File: src/hw/sdb_pkg.sv
//========================================
// widths and types shared by the stride
// detection buffer entry
//========================================
package sdb_pkg;

  //========================================
  // widths
  //========================================
  // compared part of the load/store pc
  localparam int PC_LEN     = 15;
  // virtual address from the da stage
  localparam int VA_WIDTH   = 40;
  localparam int TIMEOUT_BW = 8;
  // reported stride in two's complement
  localparam int STRIDE_BW  = 11;
  // in-page offset bits for 4 KiB pages
  localparam int PAGE_BW    = 12;

  //========================================
  // types
  //========================================
  typedef logic [PC_LEN-1:0]            pc_t;
  typedef logic [VA_WIDTH-1:0]          va_t;
  typedef logic [TIMEOUT_BW-1:0]        timeout_t;
  typedef logic signed [STRIDE_BW-1:0]  stride_t;

endpackage

File: src/hw/sdb_entry.sv
//========================================
// top level of the stride detection buffer entry
//========================================
`timescale 1ns/1ps

module sdb_entry
  import sdb_pkg::*;
(
  input  logic     pfu_sdb_entry_clk,
  input  logic     cpurst_b,
  input  logic     create,
  input  pc_t      create_pc,
  input  logic     create_type_ld,
  input  logic     ready_grnt,
  input  logic     pop_all_part_vld,
  input  logic     l2_st_pref_en,
  input  logic     wa_cancel,
  input  logic     ld_da_pfu_pf_inst_vld,
  input  logic     st_da_pfu_pf_inst_vld,
  input  logic     ld_da_pfu_act_dp_vld,
  input  pc_t      ld_da_ldfifo_pc,
  input  pc_t      st_da_pc,
  input  va_t      ld_da_ppfu_va,
  input  va_t      st_da_ppfu_va,
  input  logic     ld_da_pfu_evict_cnt_vld,
  input  logic     st_da_pfu_evict_cnt_vld,
  input  timeout_t sdb_timeout_cnt_val,
  output logic     entry_vld,
  output pc_t      entry_pc,
  output logic     entry_type_ld,
  output logic     entry_ready,
  output logic     entry_evict,
  output logic     hit_pc_new,
  output stride_t  stride,
  output logic     stride_neg
);

  logic sel_inst_vld;
  va_t  sel_va;
  logic hit_pc;
  logic pf_inst_vld;
  logic info_vld;
  logic normal_stride;

  //========================================
  // input side
  //========================================
  sdb_pipe_select u_pipe_select (
    .entry_vld             (entry_vld),
    .entry_pc              (entry_pc),
    .entry_type_ld         (entry_type_ld),
    .ld_da_pfu_pf_inst_vld (ld_da_pfu_pf_inst_vld),
    .st_da_pfu_pf_inst_vld (st_da_pfu_pf_inst_vld),
    .ld_da_pfu_act_dp_vld  (ld_da_pfu_act_dp_vld),
    .ld_da_ldfifo_pc       (ld_da_ldfifo_pc),
    .st_da_pc              (st_da_pc),
    .ld_da_ppfu_va         (ld_da_ppfu_va),
    .st_da_ppfu_va         (st_da_ppfu_va),
    .sel_inst_vld          (sel_inst_vld),
    .sel_va                (sel_va),
    .hit_pc                (hit_pc),
    .pf_inst_vld           (pf_inst_vld),
    .hit_pc_new            (hit_pc_new)
  );

  //========================================
  // stride comparator
  //========================================
  sdb_stride_cmp u_stride_cmp (
    .pfu_sdb_entry_clk (pfu_sdb_entry_clk),
    .cpurst_b          (cpurst_b),
    .create            (create),
    .pf_inst_vld       (pf_inst_vld),
    .sel_va            (sel_va),
    .info_vld          (info_vld),
    .normal_stride     (normal_stride),
    .stride            (stride),
    .stride_neg        (stride_neg)
  );

  //========================================
  // output side
  //========================================
  sdb_entry_ctrl u_entry_ctrl (
    .pfu_sdb_entry_clk       (pfu_sdb_entry_clk),
    .cpurst_b                (cpurst_b),
    .create                  (create),
    .create_pc               (create_pc),
    .create_type_ld          (create_type_ld),
    .ready_grnt              (ready_grnt),
    .pop_all_part_vld        (pop_all_part_vld),
    .l2_st_pref_en           (l2_st_pref_en),
    .wa_cancel               (wa_cancel),
    .pf_inst_vld             (pf_inst_vld),
    .hit_pc                  (hit_pc),
    .sel_inst_vld            (sel_inst_vld),
    .ld_da_pfu_evict_cnt_vld (ld_da_pfu_evict_cnt_vld),
    .st_da_pfu_evict_cnt_vld (st_da_pfu_evict_cnt_vld),
    .sdb_timeout_cnt_val     (sdb_timeout_cnt_val),
    .info_vld                (info_vld),
    .normal_stride           (normal_stride),
    .entry_vld               (entry_vld),
    .entry_pc                (entry_pc),
    .entry_type_ld           (entry_type_ld),
    .entry_ready             (entry_ready),
    .entry_evict             (entry_evict)
  );

endmodule

File: src/hw/sdb_entry_ctrl.sv
//========================================
// entry state, timeout, ready, evict, pop
//========================================
`timescale 1ns/1ps

module sdb_entry_ctrl
  import sdb_pkg::*;
(
  input  logic     pfu_sdb_entry_clk,
  input  logic     cpurst_b,
  input  logic     create,
  input  pc_t      create_pc,
  input  logic     create_type_ld,
  input  logic     ready_grnt,
  input  logic     pop_all_part_vld,
  input  logic     l2_st_pref_en,
  input  logic     wa_cancel,
  input  logic     pf_inst_vld,
  input  logic     hit_pc,
  input  logic     sel_inst_vld,
  input  logic     ld_da_pfu_evict_cnt_vld,
  input  logic     st_da_pfu_evict_cnt_vld,
  input  timeout_t sdb_timeout_cnt_val,
  input  logic     info_vld,
  input  logic     normal_stride,
  output logic     entry_vld,
  output pc_t      entry_pc,
  output logic     entry_type_ld,
  output logic     entry_ready,
  output logic     entry_evict
);

  timeout_t timeout_cnt;
  logic     timeout_full;
  logic     evict_cnt_vld;
  logic     ready_set;
  logic     evict_set;
  logic     pop_st;
  logic     pop_bad_stride;
  logic     pop_vld;

  //========================================
  // pop and set conditions
  //========================================
  assign evict_cnt_vld = ld_da_pfu_evict_cnt_vld || st_da_pfu_evict_cnt_vld;
  assign timeout_full  = (timeout_cnt == sdb_timeout_cnt_val);

  assign ready_set = entry_vld && info_vld && normal_stride;

  // another pc keeps using the pipe while this one stays idle
  assign evict_set = entry_vld
                     && !entry_ready
                     && sel_inst_vld
                     && timeout_full
                     && !hit_pc;

  // store prefetch off or cancelled
  assign pop_st = entry_vld
                  && !entry_type_ld
                  && (!l2_st_pref_en || wa_cancel);

  // stride not equal or crossing a page
  assign pop_bad_stride = entry_vld && info_vld && !normal_stride;

  assign pop_vld = ready_grnt
                   || pop_bad_stride
                   || pop_st
                   || pop_all_part_vld;

  //========================================
  // entry registers
  //========================================
  always_ff @(posedge pfu_sdb_entry_clk or negedge cpurst_b)
  begin
    if (!cpurst_b)
      entry_vld <= 1'b0;
    else if (pop_vld)
      entry_vld <= 1'b0;
    else if (create)
      entry_vld <= 1'b1;
  end

  always_ff @(posedge pfu_sdb_entry_clk or negedge cpurst_b)
  begin
    if (!cpurst_b)
    begin
      entry_pc      <= '0;
      entry_type_ld <= 1'b0;
    end
    else if (create)
    begin
      entry_pc      <= create_pc;
      entry_type_ld <= create_type_ld;
    end
  end

  // timeout counter saturates at the programmed value
  always_ff @(posedge pfu_sdb_entry_clk or negedge cpurst_b)
  begin
    if (!cpurst_b)
      timeout_cnt <= '0;
    else if (create || pf_inst_vld)
      timeout_cnt <= '0;
    else if (evict_cnt_vld && !timeout_full)
      timeout_cnt <= timeout_cnt + timeout_t'(1);
  end

  always_ff @(posedge pfu_sdb_entry_clk or negedge cpurst_b)
  begin
    if (!cpurst_b)
      entry_ready <= 1'b0;
    else if (create || pop_vld)
      entry_ready <= 1'b0;
    else if (ready_set)
      entry_ready <= 1'b1;
  end

  always_ff @(posedge pfu_sdb_entry_clk or negedge cpurst_b)
  begin
    if (!cpurst_b)
      entry_evict <= 1'b0;
    else if (create || pop_vld || pf_inst_vld)
      entry_evict <= 1'b0;
    else if (evict_set)
      entry_evict <= 1'b1;
  end

endmodule

File: src/hw/sdb_pipe_select.sv
//========================================
// pipe info select and pc hit detection
//========================================
`timescale 1ns/1ps

module sdb_pipe_select
  import sdb_pkg::*;
(
  input  logic entry_vld,
  input  pc_t  entry_pc,
  input  logic entry_type_ld,
  input  logic ld_da_pfu_pf_inst_vld,
  input  logic st_da_pfu_pf_inst_vld,
  input  logic ld_da_pfu_act_dp_vld,
  input  pc_t  ld_da_ldfifo_pc,
  input  pc_t  st_da_pc,
  input  va_t  ld_da_ppfu_va,
  input  va_t  st_da_ppfu_va,
  output logic sel_inst_vld,
  output va_t  sel_va,
  output logic hit_pc,
  output logic pf_inst_vld,
  output logic hit_pc_new
);

  pc_t sel_pc;

  //========================================
  // pipe select
  //========================================
  // load entries watch the load pipe, store entries the store pipe
  assign sel_inst_vld = entry_type_ld
                        ? ld_da_pfu_pf_inst_vld
                        : st_da_pfu_pf_inst_vld;

  assign sel_pc = entry_type_ld
                  ? ld_da_ldfifo_pc
                  : st_da_pc;

  assign sel_va = entry_type_ld
                  ? ld_da_ppfu_va
                  : st_da_ppfu_va;

  //========================================
  // pc hit
  //========================================
  assign hit_pc = entry_vld
                  && (sel_pc == entry_pc);

  // a hit that the comparator records
  assign pf_inst_vld = hit_pc
                       && sel_inst_vld;

  // allocator uses this to skip creating a duplicate entry
  assign hit_pc_new = hit_pc
                      && !(entry_type_ld ^ ld_da_pfu_act_dp_vld);

endmodule

File: src/hw/sdb_stride_cmp.sv
//========================================
// address record and stride verdict
//========================================
`timescale 1ns/1ps

module sdb_stride_cmp
  import sdb_pkg::*;
(
  input  logic    pfu_sdb_entry_clk,
  input  logic    cpurst_b,
  input  logic    create,
  input  logic    pf_inst_vld,
  input  va_t     sel_va,
  output logic    info_vld,
  output logic    normal_stride,
  output stride_t stride,
  output logic    stride_neg
);

  // hits recorded so far, up to 2
  logic [1:0]              hit_cnt;
  logic                    rec_en;
  va_t                     last_va;
  logic signed [VA_WIDTH:0] delta1;
  logic                    same_page1;
  logic signed [VA_WIDTH:0] cur_delta;
  logic                    page_match;
  logic                    delta_eq;
  logic                    delta_nz;
  logic                    delta_in_range;
  logic                    verdict;

  //========================================
  // delta and page compare
  //========================================
  // record freezes once the verdict is out
  assign rec_en = pf_inst_vld && !info_vld;

  assign cur_delta = $signed({1'b0, sel_va}) - $signed({1'b0, last_va});

  assign page_match = (sel_va[VA_WIDTH-1:PAGE_BW] == last_va[VA_WIDTH-1:PAGE_BW]);

  assign delta_eq = (cur_delta == delta1);
  assign delta_nz = |delta1;

  // upper bits must be a pure sign extension of the stride
  assign delta_in_range = (&delta1[VA_WIDTH:STRIDE_BW-1])
                          || !(|delta1[VA_WIDTH:STRIDE_BW-1]);

  // same_page1 covers addr0/addr1 and page_match addr1/addr2
  assign verdict = delta_eq
                   && delta_nz
                   && delta_in_range
                   && same_page1
                   && page_match;

  //========================================
  // record
  //========================================
  always_ff @(posedge pfu_sdb_entry_clk)
  begin
    if (rec_en)
    begin
      last_va <= sel_va;
      // second hit fixes the reference delta
      if (hit_cnt == 2'd1)
      begin
        delta1     <= cur_delta;
        same_page1 <= page_match;
      end
    end
  end

  //========================================
  // hit count and verdict
  //========================================
  always_ff @(posedge pfu_sdb_entry_clk or negedge cpurst_b)
  begin
    if (!cpurst_b)
    begin
      hit_cnt       <= 2'd0;
      info_vld      <= 1'b0;
      normal_stride <= 1'b0;
      stride        <= '0;
      stride_neg    <= 1'b0;
    end
    else if (create)
    begin
      hit_cnt       <= 2'd0;
      info_vld      <= 1'b0;
      normal_stride <= 1'b0;
    end
    else if (rec_en)
    begin
      if (hit_cnt == 2'd2)
      begin
        // third hit
        info_vld      <= 1'b1;
        normal_stride <= verdict;
        stride        <= delta1[STRIDE_BW-1:0];
        stride_neg    <= delta1[VA_WIDTH];
      end
      else
      begin
        hit_cnt <= hit_cnt + 2'd1;
      end
    end
  end

endmodule

File: config.mk
export PLATFORM = sky130hd
export DESIGN_NAME = sdb_entry
export DESIGN_NICKNAME = d
export VERILOG_FILES = /design/src/hw/sdb_pkg.sv /design/src/hw/sdb_entry.sv /design/src/hw/sdb_entry_ctrl.sv /design/src/hw/sdb_pipe_select.sv /design/src/hw/sdb_stride_cmp.sv
export SDC_FILE = /design/constraint.sdc
export NUM_CORES = 1
export LEC_CHECK = 0
export ABC_CLOCK_PERIOD_IN_PS = 12030
export BUFFER_PORTS_ARGS = -buffer_cell sky130_fd_sc_hd__clkbuf_2
export CORE_ASPECT_RATIO = 1.4
export CORE_MARGIN = 10
export CORE_UTILIZATION = 55
export DETAILED_ROUTE_END_ITERATION = 8
export PLACE_DENSITY = 0.78
export SETUP_SLACK_MARGIN = 0.4
export SYNTH_ARGS = -nofsm -noshare
export SYNTH_HDL_FRONTEND = slang
export SYNTH_HIERARCHICAL = 1
export SYNTH_SLANG_ARGS = --single-unit
File: constraint.sdc
create_clock -name pfu_sdb_entry_clk -period 12.03 [get_ports pfu_sdb_entry_clk]
set_input_delay 1.8045 -clock pfu_sdb_entry_clk [delete_from_list [all_inputs] [get_ports pfu_sdb_entry_clk]]
set_output_delay 1.8045 -clock pfu_sdb_entry_clk [all_outputs]
set_load 0.005 [all_outputs]
### Word-level counts from Yosys, hierarchy flattened

Cells that the tools add are included.
W data, S select, Z words.

| word-level totals | value |
|---|---|
| bits in registers | 125 |
| input bits | 146 |
| word-level logic and storage cells | 95 |

| operators by class | value |
|---|---|
| add/subtract/negate cells | 3 |
| equal/unequal tests | 7 |
| multiplexer cells | 20 |
| bitwise gates (word level) | 2 |
| reduce and logical (&&, ||, !) cells | 49 |

Operators by type and width:

| kind | count |
|---|---|
| $eq A41 B41 Y1 | 1 |
| $reduce_or A41 Y1 | 1 |
| $sub A40 B40 Y41 | 1 |
| $mux W40 | 1 |
| $reduce_and A31 Y1 | 1 |
| $reduce_or A31 Y1 | 1 |
| $eq A28 B28 Y1 | 1 |
| $logic_and A1 B1 Y1 | 18 |
| $mux W8 | 2 |
| $eq A15 B15 Y1 | 1 |
| $mux W15 | 1 |
| $mux W1 | 13 |
| $reduce_bool A2 Y1 | 6 |
| $logic_not A1 Y1 | 9 |
| $logic_or A1 B1 Y1 | 9 |
| $add A8 B1 Y8 const B | 1 |
| $eq A8 B8 Y1 | 1 |
| $mux W2 | 3 |
| $reduce_and A2 Y1 | 3 |
| $reduce_and A3 Y1 | 1 |
| $add A2 B1 Y2 const B | 1 |
| $eq A2 B1 Y1 const B | 1 |
| $eq A2 B2 Y1 const B | 1 |
| $ne A2 B2 Y1 const B | 1 |
| other kinds (2) | 2 |

### Longest topological paths before layout

| logic depth | value |
|---|---|
| depth after elaboration | 10 |
| mapped depth | 16 |
| gate-level depth less buffers | 13 |

### Hierarchy

The synthesis kept the hierarchy.

By module, submodules not included:

| module | instances | cells each | area an instance (um^2) |
|---|---|---|---|
| sdb_stride_cmp | 1 | 616 | 6376.1 |
| sdb_entry_ctrl | 1 | 107 | 1239.9 |
| sdb_pipe_select | 1 | 87 | 850.8 |

### Worst setup path after synthesis

OpenSTA, ideal clock, no wires.

| path | value |
|---|---|
| path type | input-to-reg |
| start point | input ld_da_ldfifo_pc[12] |
| end point | register u_stride_cmp.delta1[0], enable pin |
| arrival | 6.041 ns |
| data required time | 11.627 ns |
| setup slack | 5.585 ns |
| stages | 7 |
| buffers on the path | 0 |
| path through | mux2i_1 -> xor2_1 -> nand4_1 -> or4_4 -> nor2b_2 -> nor2b_1 -> and2_1 |

| between the ends | value |
|---|---|
| longest elaborated chain between the ends | 6 |

Ends and longest elaborated chain:

| element | RTL line | text |
|---|---|---|
| from (decl) | sdb_entry.sv:21 | `input pc_t ld_da_ldfifo_pc,` |
| $mux W15 | sdb_pipe_select.sv:37 | `? ld_da_ldfifo_pc` |
| $eq A15 B15 Y1 | sdb_pipe_select.sv:48 | `&& (sel_pc == entry_pc);` |
| $logic_and A1 B1 Y1 | sdb_pipe_select.sv:48 |  |
| $logic_and A1 B1 Y1 | sdb_pipe_select.sv:52 | `&& sel_inst_vld;` |
| via pf_inst_vld | sdb_entry.sv:41 | `logic pf_inst_vld;` |
| $logic_and A1 B1 Y1 | sdb_stride_cmp.sv:37 | `assign rec_en = pf_inst_vld && !info_vld;` |
| via u_stride_cmp.rec_en | sdb_stride_cmp.sv:22 | `logic rec_en;` |
| $reduce_and A2 Y1 (no line) | -- |  |
| to (signal assigned) | sdb_stride_cmp.sv:68 | `delta1 <= cur_delta;` |
| to (decl) | sdb_stride_cmp.sv:24 | `logic signed [VA_WIDTH:0] delta1;` |

The timed path passes the listed nets, and every way through them passes these cells.
A chain may end at the register's enable or synchronous reset.

### Worst setup path after layout

| path | value |
|---|---|
| start point | input ld_da_ldfifo_pc[12] |
| end point | register u_stride_cmp.normal_stride |

| between the ends | value |
|---|---|
| longest elaborated chain between the ends | 7 |

Ends and longest elaborated chain:

| element | RTL line | text |
|---|---|---|
| $mux W15 | sdb_pipe_select.sv:37 |  |
| $eq A15 B15 Y1 | sdb_pipe_select.sv:48 |  |
| $logic_and A1 B1 Y1 | sdb_pipe_select.sv:48 |  |
| $logic_and A1 B1 Y1 | sdb_pipe_select.sv:52 |  |
| via pf_inst_vld | sdb_entry.sv:41 |  |
| $logic_and A1 B1 Y1 | sdb_stride_cmp.sv:37 |  |
| via u_stride_cmp.rec_en | sdb_stride_cmp.sv:22 |  |
| $reduce_bool A2 Y1 (no line) | -- |  |
| $reduce_and A2 Y1 (no line) | -- |  |
| to (signal assigned) | sdb_stride_cmp.sv:99 | `normal_stride <= verdict;` |
| to (decl) | sdb_stride_cmp.sv:15 | `output logic normal_stride,` |

The timed path passes the listed nets, and every way through them passes these cells.

==> reports/metrics.yaml <==
clock_tree:
  post-cts-setup-buffer-count: 0
  clock_latency_ns: 0.41
  cts_tree: "yes"
  clockBufferDepth: 2
  cts-root-buf: "clkbuf_16"
  numCtsBuffers: 17
  postCtsHoldBufs: 0
  cts_sinks: 125
  clkSlewWorstSetupHoldPaths_ns: 0.06
  cts_max_level: 4
  cts_resized: 0
placement:
  portBuffers: 177
  gp_congestion: 0.8886
  dp.cells: 1152
  placed_area_um2: 9449
  place_ws_ns: 6.468
  dp_hpwl_um: 16350
critical_path:
  reg2reg_from: "u_entry_ctrl/entry_type_ld"
  arrival_ns: 5.46
  cp-startpoint: "ld_da_ldfifo_pc[12]"
  path_buf_inv: 2
  end_kind: "flop"
  worstPathMaxFanout: 44
  criticalPathCategory: "in -> reg"
  critPathLaunchType: "input pin"
  max_stage_delay_ns: 0.63
  cp_common_cell: "nand4_1"
  cp_cell_sequence: "clkbuf_2 -> mux2i_1 -> xor2_1 -> nand4_1 -> or4_4 -> nor2b_2 -> nor2b_4 -> buf_4 -> and3_1 -> nand4_1 -> nor4_1 -> o2111ai_1 -> nor4_1 -> nand4_1 -> o31ai_1"
  critPathTopFamily: "simple AND/OR/NAND/NOR gates"
  worstPathRequired_ns: 12.35
  worst_path_max_delay_cell: "and3_1"
logic_synthesis:
  synth_edf_count: 82
  syn_avg_cell_area_um2: 10.45
  syn_area_um2: 8467
  async_flop_share_pct: 34.40
  synth_cells: 810
  syn_nets: 1000
  synth_flop_cell: "edfxtp_1"
  yosys-top-cells-area: "edfxtp_1 29%, dfrtp_1 13%, mux2_2 9.0%, ha_1 6.4%, xnor2_1 4.0%"
  yosysUniqueCellTypes: 78
  synth_common_cells: "82 x edfxtp_1, 68 x mux2_2, 66 x inv_1"
  yosys.area.top_type: "edfxtp_1"
  yosysMostFrequentCell: "edfxtp_1"
  synth_seq_area_share_pct: 41.79
  yosys_warnings: 6
  synth_seq_cells: 125
  netlist.area_leader.share_pct: 29.08
grt:
  grt_max_degree: 45
  grt_pass1_vias: 7099
  overflow: 0
  grt_pass1_wl_um: 34420
  grt.total_usage_pct: 19.76
  antenna_found_initial: 0
die:
  chipWidth_um: 124.9
  die_area_um2: 20830
  ios: 178
  die_y_um: 166.8
  coreArea_um2: 15050
  start_util_pct: 56.25
  placementRows: 53
sta:
  final.min_clock_period_ns: 5.144
  finalCritPeriodShare_pct: 42.76
  setup_slack_ns: 6.886
  hold_viol: 0
  clock_skew_ns: 0.006728
  slew_headroom_pct: 30.19
  setup_viol: 0
  setup_tns_ns: 0
  max_freq_mhz: 194.4
  final_max_slew_viol_count: 0
  tightest_slew_ns: 1.047
  rsz0062_at_grt: "false"
power_and_ir_drop:
  p_sw_share_pct: 26.97
  p_sw_uw: 327.6
  p_leak_nw: 4.473
  combPwrFrac_pct: 20.2
  power_frac_clock_pct: 39.9
  peakVddDrop_uv: 88.09
  powerDensity_nw_per_um2: 121.3
  power_mw: 1.215
  p_seq_share_pct: 39.9
  p_int_uw: 887.0
status:
  status: "completed"
layout:
  diodes: 0
  stdcell_count: 1184
  stdcell_area_um2: 10010
  area_growth_pct: 18.28
  nNetsFinal: 1169
  drive_gt1_share_pct: 31.05
min_path:
  hp-class: "reg -> reg"
  min_from: "u_stride_cmp/stride[6]"
drt:
  antenna_left: 0
  num_vias: 6887
  drcViolationCount: 0
  routed_wl_um: 20990
  dr.first_iter.drc_count: 438
  drtPass1Iterations: 4
  wl_per_cell_um: 17.73
  drt-vias-per-instance: 5.817
flow_run:
  drv_cap: 0
## metrics by stage
| step | utilization, % | hold WS [ns] |
|---|---|---|
| 2_1_floorplan | - | 0.4760 |
| 5_1_grt | 66.53 | 0.5238 |
| 4_1_cts | 66.53 | 0.5079 |
| 3_5_place_dp | 62.77 | 0.4953 |
| 6_report | 66.53 | 0.5057 |
| 3_3_place_gp | 62.77 | 0.4912 |
## worst paths after layout
path                       slack, ns                           to  depth (start not counted)
min in group asynchronous       1.57  u_entry_ctrl/timeout_cnt[7]                          1
max in group asynchronous       9.74   u_entry_ctrl/entry_type_ld                          1
min                             0.51       u_stride_cmp/stride[6]                          1
max reg2reg                     6.95   u_stride_cmp/normal_stride                         15
min reg2reg                     0.51       u_stride_cmp/stride[6]                          1
max                             6.89   u_stride_cmp/normal_stride                         15
## cell families after synthesis
family | Yosys count | share of synthesized area, %
and+or+nand+nor | 217 | 13.62
AOI/OAI and AO/OA | 168 | 13.85
DFF | 125 | 41.79
buffers and inverters | 96 | 4.995
muxes | 84 | 10.94
xor gates and xnor gates | 76 | 8.216
adders and majority gates | 44 | 6.591
## placed cells by master, fill, tap and decap left out, types with 15 or more instances in the layout
cell type and n:
xor2_1 35, a21o_1 23, clkbuf_16 20, mux2i_1 16
clkbuf_2 177, edfxtp_1 82, inv_1 66, nor2_1 37
mux2_2 68, a21oi_1 48, nor3_1 15, nand2_1 51
ha_1 43, nand3_1 15, nand4_1 24, o21ai_0 25
dfrtp_1 42, nor4_1 15, xnor2_1 39
## state kept, by name, indices dropped and copies added, names as in the netlist
name,cells
u_entry_ctrl/entry_type_ld,1
u_stride_cmp/stride,11
u_stride_cmp/normal_stride,1
u_entry_ctrl/entry_evict,1
u_entry_ctrl/entry_ready,1
u_stride_cmp/same_page1,1
u_stride_cmp/info_vld,1
u_entry_ctrl/timeout_cnt,8
u_entry_ctrl/entry_pc,15
u_entry_ctrl/entry_vld,1
u_stride_cmp/stride_neg,1
u_stride_cmp/hit_cnt,2
u_stride_cmp/last_va,40
u_stride_cmp/delta1,41
## layer usage
layer,part of all wire (%),global-route usage [%],vias up
li1,-,-,3323
met1,40,21.75,3264
met2,51,35.45,254
met3,6.1,5.114,46
met4,2.5,7.580,0
met5,0,0,-
## final cells by class
| class | instances | area, um^2 |
|---|---|---|
| well taps | 192 | 240.2 |
| inverters | 66 | 247.7 |
| multi-input cells | 589 | 4513 |
| repair buffers | 180 | 908.4 |
| flip-flops and latches | 125 | 3540 |
| clock buffers | 23 | 511.7 |
| fillers | 1224 | 5039 |
| clock inverters | 9 | 53.80 |
## power by group through the flow
stage               clock (mW)  combinational [mW]  sequential (mW)
floorplan                    0               0.178            0.489
global placement             0               0.238            0.492
detailed placement           0               0.242            0.493
CTS                      0.495               0.245            0.484
global route             0.516               0.271            0.485
finish                   0.485               0.245            0.484
## worst reg2reg max path, cell delays in order (launching register included)
cell and delay, ns:
dfrtp_2 0.74, buf_4 0.53, mux2i_1 0.29, xor2_1 0.22, nand4_1 0.14, or4_4 0.57
nor2b_2 0.16, nor2b_4 0.14, buf_4 0.47, and3_1 0.64, nand4_1 0.16, nor4_1 0.22
o2111ai_1 0.16, nor4_1 0.19, nand4_1 0.13, o31ai_1 0.21
Note: power is estimated with default switching activity, not from simulation.
